## src/common/core_cfg.svh

```systemverilog
////////////////////////////////////////////////////////////////////////////
// core shell configuration
// bridge register map, soft reset hold, video timing and widths
////////////////////////////////////////////////////////////////////////////

`ifndef CORE_CFG_SVH
`define CORE_CFG_SVH

// bridge write addresses, one 32-bit word each
`define CFG_ADDR_RESET     32'h0000_0050
`define CFG_ADDR_OVERSCAN  32'h0000_0200
`define CFG_ADDR_EDGES     32'h0000_0204
`define CFG_ADDR_SPRITES   32'h0000_0208
`define CFG_ADDR_PALETTE   32'h0000_020C
`define CFG_ADDR_MULTITAP  32'h0000_0300
`define CFG_ADDR_YB_MAP    32'h0000_0310

// soft reset hold, in clk_74a cycles
`define CFG_RESET_HOLD     32'h0010_0000

// rising core hsync to scaler hsync pulse
`define CFG_HS_DELAY       7
// slot colour word bit for hide overscan
`define CFG_SLOT_OVERSCAN_BIT 13

// read source selects on the upper address bits
`define CFG_SEL_CMD_HI     8'hF8
`define CFG_SEL_SAVE_NIB   4'h2
`define CFG_SEL_STATE_NIB  4'h4

`define CFG_KEY_W          16
`define CFG_RGB_W          24

`endif

```

## src/common/av_pkg.sv

```systemverilog
////////////////////////////////////////////////////////////////////////////
// player and video side types
// controller pads plus raw core video and scaler video
////////////////////////////////////////////////////////////////////////////

`include "core_cfg.svh"

package av_pkg;

  // one player pad as the core sees it
  typedef struct packed {
    logic a;
    logic b;
    logic start;
    logic select;
    logic up;
    logic down;
    logic left;
    logic right;
  } pad_t;

  // video straight out of the emulator core
  typedef struct packed {
    logic                  h_blank;
    logic                  v_blank;
    logic                  hs;
    logic                  vs;
    logic [`CFG_RGB_W-1:0] rgb;
  } raw_video_t;

  // video as the scaler expects it
  typedef struct packed {
    logic                  de;
    logic                  hs;
    logic                  vs;
    logic [`CFG_RGB_W-1:0] rgb;
  } scaler_video_t;

endpackage

```

## src/common/bridge_pkg.sv

```systemverilog
////////////////////////////////////////////////////////////////////////////
// bridge side types
// core settings, register select and external read sources
////////////////////////////////////////////////////////////////////////////

package bridge_pkg;

  // settings written by the host over the bridge
  typedef struct packed {
    logic       hide_overscan;
    logic [1:0] mask_vid_edges;
    logic       allow_extra_sprites;
    logic [2:0] selected_palette;
    logic       multitap_enabled;
    // swap face buttons on player 1
    logic       yb_map;
  } core_settings_t;

  // write target, decoded from bridge_addr
  typedef enum logic [2:0] {
    sel_none,
    sel_reset,
    sel_overscan,
    sel_edges,
    sel_sprites,
    sel_palette,
    sel_multitap,
    sel_yb_map
  } reg_sel_e;

  // read data of the bridge clients outside the shell
  typedef struct packed {
    logic [31:0] cmd;
    logic [31:0] save;
    logic [31:0] state;
  } rd_src_t;

endpackage

```

## src/design/bridge/bridge_regs.sv

```systemverilog
////////////////////////////////////////////////////////////////////////////
// bridge register block
// decodes host writes into core settings, runs the soft reset
// hold timer and selects bridge read data among external sources
////////////////////////////////////////////////////////////////////////////

`include "core_cfg.svh"

module bridge_regs
  import bridge_pkg::*;
(
  input  logic           clk_74a,
  input  logic           pll_core_locked,
  input  logic [31:0]    bridge_addr,
  input  logic           bridge_wr,
  input  logic [31:0]    bridge_wr_data,
  input  rd_src_t        rd_src,
  output logic [31:0]    bridge_rd_data,
  output core_settings_t settings,
  output logic           external_reset
);

  reg_sel_e    sel;
  logic [31:0] reset_cnt;
  logic        reset_wr;

  ////////////////////////////////////////////////////////////////////////////
  // write decode
  ////////////////////////////////////////////////////////////////////////////

  // exact word match on the register map
  always_comb begin
    case (bridge_addr)
      `CFG_ADDR_RESET:    sel = sel_reset;
      `CFG_ADDR_OVERSCAN: sel = sel_overscan;
      `CFG_ADDR_EDGES:    sel = sel_edges;
      `CFG_ADDR_SPRITES:  sel = sel_sprites;
      `CFG_ADDR_PALETTE:  sel = sel_palette;
      `CFG_ADDR_MULTITAP: sel = sel_multitap;
      `CFG_ADDR_YB_MAP:   sel = sel_yb_map;
      default:            sel = sel_none;
    endcase
  end

  assign reset_wr = bridge_wr && (sel == sel_reset);

  // settings registers, one field per address
  always_ff @(posedge clk_74a or negedge pll_core_locked) begin
    if (!pll_core_locked) begin
      settings <= '0;
    end else if (bridge_wr) begin
      case (sel)
        sel_overscan: settings.hide_overscan       <= bridge_wr_data[0];
        sel_edges:    settings.mask_vid_edges      <= bridge_wr_data[1:0];
        sel_sprites:  settings.allow_extra_sprites <= bridge_wr_data[0];
        sel_palette:  settings.selected_palette    <= bridge_wr_data[2:0];
        sel_multitap: settings.multitap_enabled    <= bridge_wr_data[0];
        sel_yb_map:   settings.yb_map              <= bridge_wr_data[0];
        default:      settings                     <= settings;
      endcase
    end
  end

  ////////////////////////////////////////////////////////////////////////////
  // soft reset timer
  ////////////////////////////////////////////////////////////////////////////

  // reload wins over the countdown
  always_ff @(posedge clk_74a or negedge pll_core_locked) begin
    if (!pll_core_locked) begin
      reset_cnt <= '0;
    end else if (reset_wr) begin
      reset_cnt <= `CFG_RESET_HOLD;
    end else if (reset_cnt != '0) begin
      reset_cnt <= reset_cnt - 32'd1;
    end
  end

  // held for exactly the load count
  assign external_reset = (reset_cnt != '0);

  ////////////////////////////////////////////////////////////////////////////
  // read mux
  ////////////////////////////////////////////////////////////////////////////

  // save-state range first, then save data, then command space
  always_comb begin
    if (bridge_addr[31:28] == `CFG_SEL_STATE_NIB) begin
      bridge_rd_data = rd_src.state;
    end else if (bridge_addr[31:28] == `CFG_SEL_SAVE_NIB) begin
      bridge_rd_data = rd_src.save;
    end else if (bridge_addr[31:24] == `CFG_SEL_CMD_HI) begin
      bridge_rd_data = rd_src.cmd;
    end else begin
      bridge_rd_data = '0;
    end
  end

  // core reset only starts from a host write to the reset word
  a_reset_needs_write : assert property (
    @(posedge clk_74a) disable iff (!pll_core_locked)
    $rose(external_reset) |-> $past(reset_wr)
  );

endmodule

```

## src/design/core_shell_top.sv

```systemverilog
////////////////////////////////////////////////////////////////////////////
// core shell top level
// bridge registers, pad mapping and video conditioning on clk_74a
////////////////////////////////////////////////////////////////////////////

`include "core_cfg.svh"

module core_shell_top
  import bridge_pkg::*;
  import av_pkg::*;
(
  input  logic                       clk_74a,
  input  logic                       pll_core_locked,
  // bridge bus from the host
  input  logic [31:0]                bridge_addr,
  // read strobe belongs to the outside read clients, data is not gated by it
  input  logic                       bridge_rd,
  output logic [31:0]                bridge_rd_data,
  input  logic                       bridge_wr,
  input  logic [31:0]                bridge_wr_data,
  input  rd_src_t                    rd_src,
  // controllers
  input  logic [3:0][`CFG_KEY_W-1:0] cont_key,
  output pad_t [3:0]                 pads,
  // core control
  output core_settings_t             settings,
  output logic                       external_reset,
  // video
  input  raw_video_t                 raw_video,
  output scaler_video_t              scaler_video
);

  bridge_regs u_bridge_regs (
    .clk_74a        (clk_74a),
    .pll_core_locked(pll_core_locked),
    .bridge_addr    (bridge_addr),
    .bridge_wr      (bridge_wr),
    .bridge_wr_data (bridge_wr_data),
    .rd_src         (rd_src),
    .bridge_rd_data (bridge_rd_data),
    .settings       (settings),
    .external_reset (external_reset)
  );

  // remap only touches player 1
  pad_mapper u_pad_mapper (
    .cont_key(cont_key),
    .yb_map  (settings.yb_map),
    .pads    (pads)
  );

  video_conditioner u_video_conditioner (
    .clk_74a        (clk_74a),
    .pll_core_locked(pll_core_locked),
    .raw_video      (raw_video),
    .hide_overscan  (settings.hide_overscan),
    .scaler_video   (scaler_video)
  );

endmodule

```

## src/design/pad_mapper.sv

```systemverilog
////////////////////////////////////////////////////////////////////////////
// controller to player pad mapping
// picks the core buttons out of each key bitmap, with an optional
// y/b remap on player 1
////////////////////////////////////////////////////////////////////////////

`include "core_cfg.svh"

module pad_mapper
  import av_pkg::*;
(
  input  logic [3:0][`CFG_KEY_W-1:0] cont_key,
  input  logic                       yb_map,
  output pad_t [3:0]                 pads
);

  // key bitmap positions
  localparam int KEY_UP     = 0;
  localparam int KEY_DOWN   = 1;
  localparam int KEY_LEFT   = 2;
  localparam int KEY_RIGHT  = 3;
  localparam int KEY_A      = 4;
  localparam int KEY_B      = 5;
  localparam int KEY_Y      = 7;
  localparam int KEY_SELECT = 14;
  localparam int KEY_START  = 15;

  always_comb begin
    for (int p = 0; p < 4; p++) begin
      pads[p].up     = cont_key[p][KEY_UP];
      pads[p].down   = cont_key[p][KEY_DOWN];
      pads[p].left   = cont_key[p][KEY_LEFT];
      pads[p].right  = cont_key[p][KEY_RIGHT];
      pads[p].start  = cont_key[p][KEY_START];
      pads[p].select = cont_key[p][KEY_SELECT];
      pads[p].a      = cont_key[p][KEY_A];
      pads[p].b      = cont_key[p][KEY_B];
    end
    // player 1 only, face b becomes a and y becomes b
    if (yb_map) begin
      pads[0].a = cont_key[0][KEY_B];
      pads[0].b = cont_key[0][KEY_Y];
    end
  end

endmodule

```

## src/design/video/video_conditioner.sv

```systemverilog
////////////////////////////////////////////////////////////////////////////
// video conditioner
// turns raw core video into scaler timing with a registered de,
// a slot colour word after each line and single-cycle sync pulses
////////////////////////////////////////////////////////////////////////////

`include "core_cfg.svh"

module video_conditioner
  import av_pkg::*;
(
  input  logic          clk_74a,
  input  logic          pll_core_locked,
  input  raw_video_t    raw_video,
  input  logic          hide_overscan,
  output scaler_video_t scaler_video
);

  localparam int HS_CNT_W = $clog2(`CFG_HS_DELAY + 1);

  logic                  raw_de;
  logic                  de_prev;
  logic                  hs_prev;
  logic                  vs_prev;
  logic [HS_CNT_W-1:0]   hs_cnt;
  logic [`CFG_RGB_W-1:0] slot_rgb;

  // visible whenever neither blank is set
  assign raw_de = ~(raw_video.h_blank | raw_video.v_blank);

  // slot word carries the overscan flag to the scaler
  always_comb begin
    slot_rgb = '0;
    slot_rgb[`CFG_SLOT_OVERSCAN_BIT] = hide_overscan;
  end

  always_ff @(posedge clk_74a or negedge pll_core_locked) begin
    if (!pll_core_locked) begin
      scaler_video <= '0;
      de_prev      <= 1'b0;
      hs_prev      <= 1'b0;
      vs_prev      <= 1'b0;
      hs_cnt       <= '0;
    end else begin
      scaler_video.de <= raw_de;

      // pixel data, then slot word on the first blank cycle
      if (raw_de) begin
        scaler_video.rgb <= raw_video.rgb;
      end else if (de_prev) begin
        scaler_video.rgb <= slot_rgb;
      end else begin
        scaler_video.rgb <= '0;
      end

      // hsync pushed out so it stays clear of vsync
      if (!hs_prev && raw_video.hs) begin
        hs_cnt <= HS_CNT_W'(`CFG_HS_DELAY);
      end else if (hs_cnt != '0) begin
        hs_cnt <= hs_cnt - 1'b1;
      end
      scaler_video.hs <= (hs_cnt == HS_CNT_W'(1));

      // vsync on the raw rising edge
      scaler_video.vs <= !vs_prev && raw_video.vs;

      de_prev <= raw_de;
      hs_prev <= raw_video.hs;
      vs_prev <= raw_video.vs;
    end
  end

  // scaler sync inputs are strictly single-cycle pulses
  a_hs_single : assert property (
    @(posedge clk_74a) disable iff (!pll_core_locked)
    scaler_video.hs |=> !scaler_video.hs
  );

  a_vs_single : assert property (
    @(posedge clk_74a) disable iff (!pll_core_locked)
    scaler_video.vs |=> !scaler_video.vs
  );

endmodule

```

## config.mk

```make
export PLATFORM = sky130hd
export DESIGN_NAME = core_shell_top
export DESIGN_NICKNAME = d
export VERILOG_FILES = /design/src/common/av_pkg.sv /design/src/common/bridge_pkg.sv /design/src/design/bridge/bridge_regs.sv /design/src/design/core_shell_top.sv /design/src/design/pad_mapper.sv /design/src/design/video/video_conditioner.sv
export VERILOG_INCLUDE_DIRS = /design/src /design/src/common
export SDC_FILE = /design/constraint.sdc
export NUM_CORES = 1
export LEC_CHECK = 0
export BUFFER_PORTS_ARGS = -buffer_cell sky130_fd_sc_hd__buf_4
export CAP_MARGIN = 20
export CORE_AREA = 2 2 140 142
export CTS_BUF_LIST = sky130_fd_sc_hd__clkbuf_8
export DETAILED_ROUTE_END_ITERATION = 16
export DIE_AREA = 0 0 142 144
export PLACE_DENSITY_LB_ADDON = 0.2
export SLEW_MARGIN = 25
export SYNTH_ARGS = -nofsm -noshare
export SYNTH_HDL_FRONTEND = slang
export SYNTH_SLANG_ARGS = --single-unit
```

## constraint.sdc

```tcl
create_clock -name clk_74a -period 3 [get_ports clk_74a]
set_clock_uncertainty 0.15 [all_clocks]
set_input_delay 0.6 -clock clk_74a [delete_from_list [all_inputs] [get_ports clk_74a]]
set_output_delay 0.6 -clock clk_74a [all_outputs]
set_load 0.1 [all_outputs]
```

==> metrics.csv, run 1 <==
stage,metric,value,unit
critical_path,Reg2Reg Setup Slack,0.18,ns
clock_tree,CTS H-tree depth,3,
drt,via count,4125,
timing,Final Hold Vio Count,0,
logic_synthesis,Post-synth EDFFs,0,
placement,Final HPWL DP,10600,um
floorplan,IO Pins,357,
critical_path,Crit-path slowest cell,or4_4,
global_routing,total congestion overflow,0,
floorplan,initial core utilization,21.8,%
clock_tree,CTS Buffer Depth,2,
logic_synthesis,post-synth top area cell,dfrtp_1,
critical_path,Worst EP required,2.25,ns
layout,share of cells above drive strength 1,44.2,%
floorplan,Die X,142,um
critical_path,R2R Path End,u_bridge_regs.reset_cnt[19]$_DFFE_PN0P_,
critical_path,Worst Setup EP,external_reset,
logic_synthesis,Cells after Synth,456,
drt,vias per std cell,4.53,
timing,Final period util,94.4,%
logic_synthesis,synth warn,0,
power,Power Dens Cells,371,nW/um^2
clock_tree,Sink Count,73,
floorplan,Rows,51,
critical_path,worst stage delay on the critical path,0.57,ns
logic_synthesis,Syn Nets,717,
layout,P&R area growth vs syn,51.5,%
clock_tree,CTS tree,done,
critical_path,worst setup path class,register to output pin,
timing,Slew Limit Fails,0,
critical_path,"CP delay by family, top",simple AND/OR/NAND/NOR gates,
logic_synthesis,most area-consuming cells after synthesis,"dfrtp_1 44%, nand2_1 7.1%, buf_4 6.0%, a22oi_1 5.8%, and2_1 3.8%",
drt,1st-iter DRT viols,197,
placement,input/output buffers,235,
drt,final wirelength,13500,um
critical_path,Setup crit start,u_bridge_regs.reset_cnt[8]$_DFFE_PN0P_,
logic_synthesis,sequential area share after synthesis,44.0,%
timing,Final min period,2.83,ns
global_routing,initial antenna violation count,1,
timing,max frequency,0.353,GHz
placement,pre-CTS setup slack,0.109,ns
hold_path,Worst Hold Class,input port to asynchronous set/reset pin,
drt,Post-DRT Antenna Nets,0,
power,maximum VDD drop,0.000235,V
global_routing,global-route wire length before repair,20400,um
timing,RSZ-0062 raised after global routing,true,
critical_path,CP bufs+invs,2,
timing,Slew HR,55.0,%
layout,Inserted Diodes,0,
critical_path,Worst Path Max Fanout,9,
logic_synthesis,Avg Inst Size Synth,9.10,sq um
drt,DRT Pass-1 Iters,4,
logic_synthesis,Synth Flop Type,dfrtp_1,
flow_run,number of max-cap violations,0,
clock_tree,"CTS clk-pin slew, worst paths",0.08,ns
timing,Slew @ Worst Pin,0.675,ns
logic_synthesis,Seq cells post-synth,73,
layout,Nets,928,
global_routing,number of global-route vias before repair,4004,
critical_path,CP Cell Sequence,or4_4 -> nor3_4 -> buf_4 -> nand4_1 -> buf_8,
clock_tree,Root Driver,clkbuf_8,
critical_path,Worst EP arrival,2.08,ns
floorplan,die area,20400,sq um
layout,# fillers,1982,
critical_path,critical path endpoint category,output pin,
layout,"commonest non-fill, non-tap cell in the layout",buf_4,
logic_synthesis,Synth Area in XOR/XNOR,0.633,%
logic_synthesis,post-synthesis mux area share,3.22,%
critical_path,reg2reg path depth,5,
floorplan,Die Y,144,um
logic_synthesis,fraction of the mapped netlist area in adder cells,1.51,%
clock_tree,hold_buf cts,0,
drt,routed length per placed instance,14.8,um
layout,"commonest non-fill, non-tap cells in the layout","247 x buf_4, 78 x nand2_1, 73 x dfrtp_1",
critical_path,Worst R2R Start,u_bridge_regs.reset_cnt[1]$_DFFE_PN0P_,
critical_path,Stages on worst setup path,5,
logic_synthesis,largest family of logic cells by synthesized area,simple AND/OR/NAND/NOR gates,
drt,DRC Markers,0,
logic_synthesis,Post-synth ARST share,100,%
timing,setup violators final,0,
global_routing,largest net degree at the start of global routing,74,
critical_path,startpoint types,register,
clock_tree,Num CTS Buffers,9,
logic_synthesis,Netlist Area Pre-Place,4150,sq um
status,status,completed,
placement,GPL Wtd Cong,0.746,
logic_synthesis,Unique masters post-synth,43,
logic_synthesis,post-synth top area share,44.0,%
logic_synthesis,Synth Area in Compound Gates,15.0,%
global_routing,Total GRT Usage,12.5,%
power,P_leak,0.00292,uW
logic_synthesis,post-synthesis simple-gate area fraction,27.2,%
clock_tree,worst skew pair latency,0.34,ns
timing,Final WS setup,0.168,ns
floorplan,Core Box Area,19100,sq um
timing,Fin Setup TNS,0,ns
final cells by class:
type / count / area [sq um] / share of cell area [%]
clock buffers: 10 / 138 / 2.19
multi-input cells: 326 / 2020 / 32.1
inverters: 4 / 15.0 / 0.239
flip-flops and latches: 73 / 1830 / 29.0
well taps: 238 / 298 / 4.74
repair buffers: 253 / 1960 / 31.2
clock inverters: 6 / 35.0 / 0.557
repair_timing:
action / CTS / global route
hold endpoints to repair: 0 / 0
resized for setup: 2 / 4
gates cloned: 0 / 0
setup endpoints to repair: 1 / 4
setup buffers: 0 / 0
flip-flops by register name, summed over array words and instances, names as in the netlist:
name	cells
u_bridge_regs.reset_cnt	32
u_video_conditioner.scaler_video	27
u_bridge_regs.settings	9
u_video_conditioner.hs_cnt	3
u_video_conditioner.hs_prev	1
u_video_conditioner.vs_prev	1
power by group:
part	internal, uW	total (uW)	switching, uW
clock	317	677	361
sequential	1020	1040	17.3
combinational	237	619	382
cell families after synthesis:
group,Yosys count
adder cells (fa/ha/maj),5
buffers and inverters,57
flip-flops,73
XOR/XNOR,3
multiplexers,12
AND/OR/NAND/NOR,213
AO/OA/AOI/OAI,93
how the worst min path moves through the flow:
stage / startpoint / to / slack (ns) / cells past startpoint
after floorplan: pll_core_locked / u_bridge_regs.reset_cnt[0]$_DFFE_PN0P_ / 0.15 / 0
after global placement: u_video_conditioner.vs_prev$_DFF_PN0_ / u_video_conditioner.scaler_video[24]$_DFF_PN0_ / 0.24 / 1
after detailed placement: u_video_conditioner.vs_prev$_DFF_PN0_ / u_video_conditioner.scaler_video[24]$_DFF_PN0_ / 0.24 / 1
after CTS: raw_video[24] / u_video_conditioner.vs_prev$_DFF_PN0_ / 0.19 / 1
after global routing: pll_core_locked / u_video_conditioner.scaler_video[19]$_DFF_PN0_ / 0.15 / 1
final: pll_core_locked / u_video_conditioner.scaler_video[19]$_DFF_PN0_ / 0.11 / 1
routing by layer:
| layer | part of all wire, % | track usage (%) | vias up |
|---|---|---|---|
| met2 | 49 | 19.3 | 134 |
| met5 | 0.074 | 0 | - |
| met1 | 43 | 16.5 | 1955 |
| li1 | - | - | 2022 |
| met4 | 0.56 | 2.37 | 2 |
| met3 | 7.9 | 5.03 | 12 |
Yosys cell counts, drive strengths merged, types with 4 or more instances:
cell type,count
a21oi,28
a22oi,32
and2,25
buf,35
clkbuf,18
dfrtp,73
ha,5
inv,4
mux2,11
nand2,78
nand3,7
nand4,7
nor2,17
nor2b,4
nor3,11
nor3b,5
nor4,5
o21ai,13
o31ai,11
or2,6
or3,18
or4,13
through the flow:
step	power, uW	hold slack (ns)	area, sq um	utilization [%]	std cells
after detailed placement	1680	0.245	6090	31.9	894
final	2330	0.108	6290	33.0	910
after floorplan	1590	0.154	4170	-	456
after global routing	2470	0.152	6290	33.0	910
after CTS	2380	0.186	6270	32.9	910
after global placement	1670	0.235	6090	31.9	894
No activity file was read; power rests on OpenSTA's default activity.
==> run 2: changes to the inputs <==
CELL_PAD_IN_SITES_DETAIL_PLACEMENT = 0   (was not set)
CELL_PAD_IN_SITES_GLOBAL_PLACEMENT = 2   (was not set)
CORE_AREA = not set   (was 2 2 140 142)
CORE_MARGIN = 2   (was not set)
CORE_UTILIZATION = 20   (was not set)
DIE_AREA = not set   (was 0 0 142 144)
==> run 2 against run 1 <==
Register-to-register slack gained 0.04 ns. Highest routed layer is now met4. Final cell count grew 3.7%. Utilization shrank 1.7 points. Die area grew 7.2%. First-iteration DRC count grew 5.1%. Largest power group unchanged. Sequential cell count is the same. Non-clock buffer count grew 2. Critical endpoint unchanged.
==> metrics.csv, run 2 (synthesis gave the netlist of run 1 again) <==
stage,metric,value,unit
status,status,completed,
clock_tree,"CTS clk-pin slew, worst paths",0.08,ns
clock_tree,Root Driver,clkbuf_8,
global_routing,largest net degree at the start of global routing,74,
timing,Final period util,95.5,%
critical_path,Crit-path slowest cell,or4_4,
floorplan,Die X,148,um
layout,Nets,930,
global_routing,Total GRT Usage,13.1,%
clock_tree,CTS Buffer Depth,2,
floorplan,die area,21900,sq um
layout,share of cells above drive strength 1,44.5,%
critical_path,Worst EP required,2.25,ns
floorplan,Core Box Area,20300,sq um
critical_path,Reg2Reg Setup Slack,0.22,ns
critical_path,startpoint types,register,
floorplan,IO Pins,357,
global_routing,total congestion overflow,0,
critical_path,Worst R2R Start,u_bridge_regs.reset_cnt[1]$_DFFE_PN0P_,
drt,Max Used Layer,met4,
hold_path,Worst Hold Class,input port to asynchronous set/reset pin,
critical_path,R2R Path End,u_bridge_regs.reset_cnt[9]$_DFFE_PN0P_,
power,Comb pwr share,26.1,%
timing,RSZ-0062 raised after global routing,false,
clock_tree,Setup Buffers After CTS,0,
layout,largest registers,"u_bridge_regs.reset_cnt (32), u_video_conditioner.scaler_video (27), u_bridge_regs.settings (9)",
power,Pint,1580,uW
drt,routed length per placed instance,15.4,um
flow_run,number of max-cap violations,0,
floorplan,Die Y,148,um
timing,Slew HR,53.8,%
global_routing,global-route wire length before repair,22900,um
drt,1st-iter DRT viols,207,
drt,final wirelength,14600,um
layout,P&R area growth vs syn,53.0,%
drt,DRC Markers,0,
layout,"commonest non-fill, non-tap cell in the layout",buf_4,
timing,Final Hold Vio Count,0,
drt,DRT Pass-1 Iters,5,
power,Power Dens Cells,374,nW/um^2
clock_tree,CTS tree,done,
critical_path,Worst Path Max Fanout,9,
clock_tree,Sink Count,73,
floorplan,initial core utilization,20.5,%
timing,Slew Limit Fails,0,
power,Switching Power,797,uW
layout,Inserted Diodes,0,
timing,Slew @ Worst Pin,0.693,ns
layout,# fillers,2173,
global_routing,initial antenna violation count,0,
clock_tree,worst skew pair latency,0.35,ns
layout,fin area,6350,sq um
power,Sw Ratio,33.5,%
layout,post-layout util,31.3,%
power,Flop pwr share,43.6,%
timing,Final min period,2.86,ns
drt,met2 routed WL,7710,um
critical_path,reg2reg path depth,6,
power,power share of the clock group,30.3,%
global_routing,number of global-route vias before repair,4256,
placement,Final HPWL DP,11400,um
layout,Biggest register,u_bridge_regs.reset_cnt,
drt,vias per std cell,4.37,
critical_path,"CP delay by family, top",simple AND/OR/NAND/NOR gates,
power,P_leak,0.00292,uW
layout,max FFs per register,32,
layout,"commonest non-fill, non-tap cells in the layout","250 x buf_4, 78 x nand2_1, 73 x dfrtp_1",
placement,input/output buffers,235,
placement,placed cell area,6150,sq um
power,maximum VDD drop,0.000160,V
timing,Hold WS,0.124,ns
critical_path,most frequent CP cell,buf_4,
clock_tree,hold_buf cts,0,
critical_path,CP Cell Sequence,or4_4 -> nor3_4 -> buf_4 -> nand4_1 -> buf_4,
drt,Post-DRT Antenna Nets,0,
timing,setup violators final,0,
drt,via count,4126,
floorplan,Rows,52,
critical_path,worst setup path class,register to output pin,
critical_path,Worst EP arrival,2.11,ns
timing,max frequency,0.349,GHz
critical_path,worst stage delay on the critical path,0.58,ns
drt,routed wl met3,707,um
clock_tree,CTS H-tree depth,3,
critical_path,critical path endpoint category,output pin,
critical_path,CP bufs+invs,2,
placement,GPL Wtd Cong,0.805,
clock_tree,Num CTS Buffers,9,
drt,wl on met1,5960,um
run 2: worst max-delay path by stage:
stage	startpoint	to	slack, ns	cells after the start
after floorplan	u_bridge_regs.reset_cnt[8]$_DFFE_PN0P_	u_bridge_regs.reset_cnt[1]$_DFFE_PN0P_	-0.21	6
after global placement	u_bridge_regs.reset_cnt[1]$_DFFE_PN0P_	u_bridge_regs.reset_cnt[9]$_DFFE_PN0P_	0.16	6
after detailed placement	u_bridge_regs.reset_cnt[1]$_DFFE_PN0P_	u_bridge_regs.reset_cnt[11]$_DFFE_PN0P_	0.14	6
after CTS	u_bridge_regs.reset_cnt[18]$_DFFE_PN0P_	external_reset	0.06	5
after global routing	u_bridge_regs.reset_cnt[8]$_DFFE_PN0P_	external_reset	0.008	5
final	u_bridge_regs.reset_cnt[8]$_DFFE_PN0P_	external_reset	0.14	5
run 2: final cells by class:
type / instances / area, sq um / area share [%]
tap: 270 / 338 / 5.32
clock buffer: 10 / 138 / 2.17
clock inverter: 6 / 43.8 / 0.690
inverter: 4 / 15.0 / 0.236
timing repair buffer: 255 / 1970 / 31.0
multi-input combinational: 326 / 2020 / 31.8
sequential: 73 / 1830 / 28.8
run 2: what timing repair did:
action,in CTS,in global routing
endpoints found under the setup margin,1,2
gates cloned,0,0
resized for setup,2,3
hold endpoints to repair,0,0
run 2: through the flow:
step / cells / setup slack (ns) / total power (uW) / TNS (ns)
finish: 944 / 0.136 / 2380 / 0
global route: 944 / 0.00829 / 2510 / 0
CTS: 944 / 0.0634 / 2430 / 0
detailed placement: 928 / 0.141 / 1680 / 0
global placement: 928 / 0.163 / 1670 / 0
floorplan: 456 / -0.208 / 1590 / -0.571
run 2: power groups by stage:
| stage | Sequential, uW | Combinational (uW) | Clock, uW |
|---|---|---|---|
| after global placement | 1060 | 617 | 0 |
| after CTS | 1040 | 630 | 760 |
| final | 1040 | 619 | 721 |
| after global routing | 1040 | 665 | 809 |
| after floorplan | 1170 | 417 | 0 |
| after detailed placement | 1060 | 628 | 0 |
run 2: metal layers:
metal | vias up | global-route usage (%)
li1 | 2026 | -
met1 | 1966 | 16.4
met2 | 117 | 22.9
met3 | 17 | 3.04
met4 | 0 | 3.33
met5 | - | 0
==> run 3: changes to the inputs <==
CELL_PAD_IN_SITES_DETAIL_PLACEMENT = 2   (was 0)
CORE_UTILIZATION = 18   (was 20)
clock period = 2.5 ns   (was 3 ns; I/O delays follow)
==> run 3 against run 2 <==
Largest power group unchanged. Critical path depth rose by 1. Count of clock-buffer cells in the layout fell by 1. Die area rose by 11%. Register-to-register slack got worse by 0.40 ns. Clock power rose by 35%. Sequential cell count did not move. The flow now finishes with violations (negative setup slack). Global-route usage rose by 1.4 points. Combinational power rose by 27%. Highest routed layer unchanged. Sequential power rose by 20%. Via count rose by 11%. Cell area rose by 17%.
==> metrics.csv, run 3 (synthesis gave the netlist of run 1 again) <==
stage,metric,value,unit
status,status,finished with violations,
status,failing checks,negative setup slack,
drt,DRT Pass-1 Iters,4,
clock_tree,"CTS clk-pin slew, worst paths",0.08,ns
critical_path,worst setup path class,register to register,
critical_path,Worst EP arrival,2.82,ns
layout,Post-Layout Cell Count,1014,
floorplan,IO Pins,357,
critical_path,worst stage delay on the critical path,0.55,ns
placement,GPL Wtd Cong,0.745,
critical_path,Crit-path slowest cell,or4_4,
drt,routed length per placed instance,17.8,um
power,Switching Power,1010,uW
clock_tree,Root Driver,clkbuf_8,
critical_path,startpoint types,register,
critical_path,Worst EP required,2.63,ns
power,maximum VDD drop,0.000247,V
layout,Nets,985,
drt,DRC Markers,0,
global_routing,initial antenna violation count,0,
layout,largest registers,"u_bridge_regs.reset_cnt (32), u_video_conditioner.scaler_video (27), u_bridge_regs.settings (9)",
layout,"commonest non-fill, non-tap cells in the layout","261 x buf_4, 73 x dfrtp_1, 48 x nand2_1",
power,power share of the clock group,32.4,%
floorplan,Die X,156,um
floorplan,die area,24300,sq um
timing,setup violators final,22,
layout,share of cells above drive strength 1,58.0,%
timing,Final period util,107,%
flow_run,number of max-cap violations,0,
global_routing,largest net degree at the start of global routing,40,
timing,Slew Limit Fails,0,
timing,Slew HR,65.7,%
timing,Final min period,2.68,ns
global_routing,global-route wire length before repair,27800,um
power,P_leak,0.00331,uW
clock_tree,CTS tree,done,
timing,Final WS setup,-0.181,ns
drt,1st-iter DRT viols,93,
clock_tree,Sink Count,73,
timing,Final Hold Vio Count,0,
layout,post-layout util,32.7,%
power,Power Dens Cells,406,nW/um^2
clock_tree,worst skew pair latency,0.36,ns
floorplan,initial core utilization,18.3,%
power,Comb pwr share,26.2,%
placement,pre-CTS setup slack,-0.208,ns
global_routing,Total GRT Usage,14.5,%
power,Flop pwr share,41.4,%
drt,via count,4579,
placement,placed cell area,6660,sq um
global_routing,total congestion overflow,0,
critical_path,Worst Path Max Fanout,15,
critical_path,most frequent CP cell,or4_4,
timing,RSZ-0062 raised after global routing,true,
clock_tree,CTS Buffer Depth,2,
layout,Biggest register,u_bridge_regs.reset_cnt,
floorplan,Core Box Area,22600,sq um
layout,"commonest non-fill, non-tap cell in the layout",buf_4,
timing,max frequency,0.373,GHz
clock_tree,CTS H-tree depth,3,
critical_path,CP Cell Sequence,or4_4 -> or4_4 -> a311o_1 -> buf_12 -> or4_4 -> a21oi_2,
placement,DP Cell Count,975,
timing,Slew @ Worst Pin,0.515,ns
placement,Final HPWL DP,14000,um
drt,vias per std cell,4.52,
drt,Post-DRT Antenna Nets,0,
floorplan,Rows,55,
global_routing,number of global-route vias before repair,5271,
power,Pint,2000,uW
drt,final wirelength,18000,um
critical_path,critical path endpoint category,register,
layout,fin area,7400,sq um
clock_tree,Num CTS Buffers,9,
layout,max FFs per register,32,
layout,Inserted Diodes,0,
floorplan,Die Y,156,um
placement,input/output buffers,235,
layout,P&R area growth vs syn,78.3,%
power,Sw Ratio,33.5,%
hold_path,Worst Hold Class,input port to register,
## run 3: cell count changes in the layout (fill, tap and decap cells not counted), moves of 11 or more
cell	previous run	this run
nand2_4	0	30
nand2_1	78	48
buf_4	250	261
buf_6	1	40
a21oi_1	28	13
a21oi_2	0	15
## run 3: routing by layer
metal / share of wire (%) / global-route usage, % / up-vias
met2: 59 / 29.4 / 115
met3: 4.4 / 3.39 / 21
li1: - / - / 2125
met5: 0 / 0 / -
met4: 2.0 / 4.11 / 0
met1: 35 / 14.6 / 2318
## run 3: metrics by stage
stage / hold WS, ns / power, uW / setup TNS [ns]
5_1_grt: 0.0852 / 3160 / -4.17
2_1_floorplan: 0.0544 / 1920 / -4.05
3_5_place_dp: 0.247 / 2050 / -5.48
3_3_place_gp: 0.233 / 2020 / -3.16
4_1_cts: 0.0871 / 3060 / -2.16
6_report: 0.112 / 3010 / -2.35
## run 3: path summary, 6_finish.rpt
| path | startpoint | to | slack (ns) | cells after the start |
|---|---|---|---|---|
| max | u_bridge_regs.reset_cnt[2]$_DFFE_PN0P_ | u_bridge_regs.reset_cnt[19]$_DFFE_PN0P_ | -0.18 | 6 |
| min | raw_video[24] | u_video_conditioner.vs_prev$_DFF_PN0_ | 0.11 | 1 |
| max reg2reg | u_bridge_regs.reset_cnt[2]$_DFFE_PN0P_ | u_bridge_regs.reset_cnt[19]$_DFFE_PN0P_ | -0.18 | 6 |
| min reg2reg | u_video_conditioner.vs_prev$_DFF_PN0_ | u_video_conditioner.scaler_video[24]$_DFF_PN0_ | 0.26 | 1 |
| max in group asynchronous | pll_core_locked | u_video_conditioner.hs_cnt[1]$_DFFE_PN0P_ | 1.10 | 3 |
| min in group asynchronous | pll_core_locked | u_video_conditioner.scaler_video[16]$_DFF_PN0_ | 0.50 | 2 |
## run 3: worst max-delay path, delay by kind of cell (launching register included)
| family | cells | cell delay, ns |
|---|---|---|
| compound gates | 2 | 0.44 |
| simple gates | 3 | 1.47 |
| flops | 1 | 0.38 |
| buf+inv | 1 | 0.16 |
## run 3: power by group through the flow
stage                     combinational [uW]  sequential, uW  clock (uW)
after detailed placement                 781            1270           0
after CTS                                787            1250        1020
after global routing                     840            1250        1070
after floorplan                          516            1410           0
final                                    787            1250         973
after global placement                   755            1270           0
## run 3: timing repair
item                       in CTS  in global routing
setup endpoints to repair      56                 55
gates cloned                    1                  0
gates resized for setup        22                 77
buffers inserted                8                 17
hold buffers                    1                  0
pin swaps                      15                 17
hold endpoints to repair       34                  0
## run 3: area by class of cell
cell class | instances | area, sq um
fillers | 2531 | 15200
clock inverters | 7 | 80.1
flip-flops and latches | 73 | 1830
repair buffers | 310 | 2570
clock buffers | 9 | 124
well taps | 285 | 357
inverters | 4 | 20.0
multi-input cells | 326 | 2420
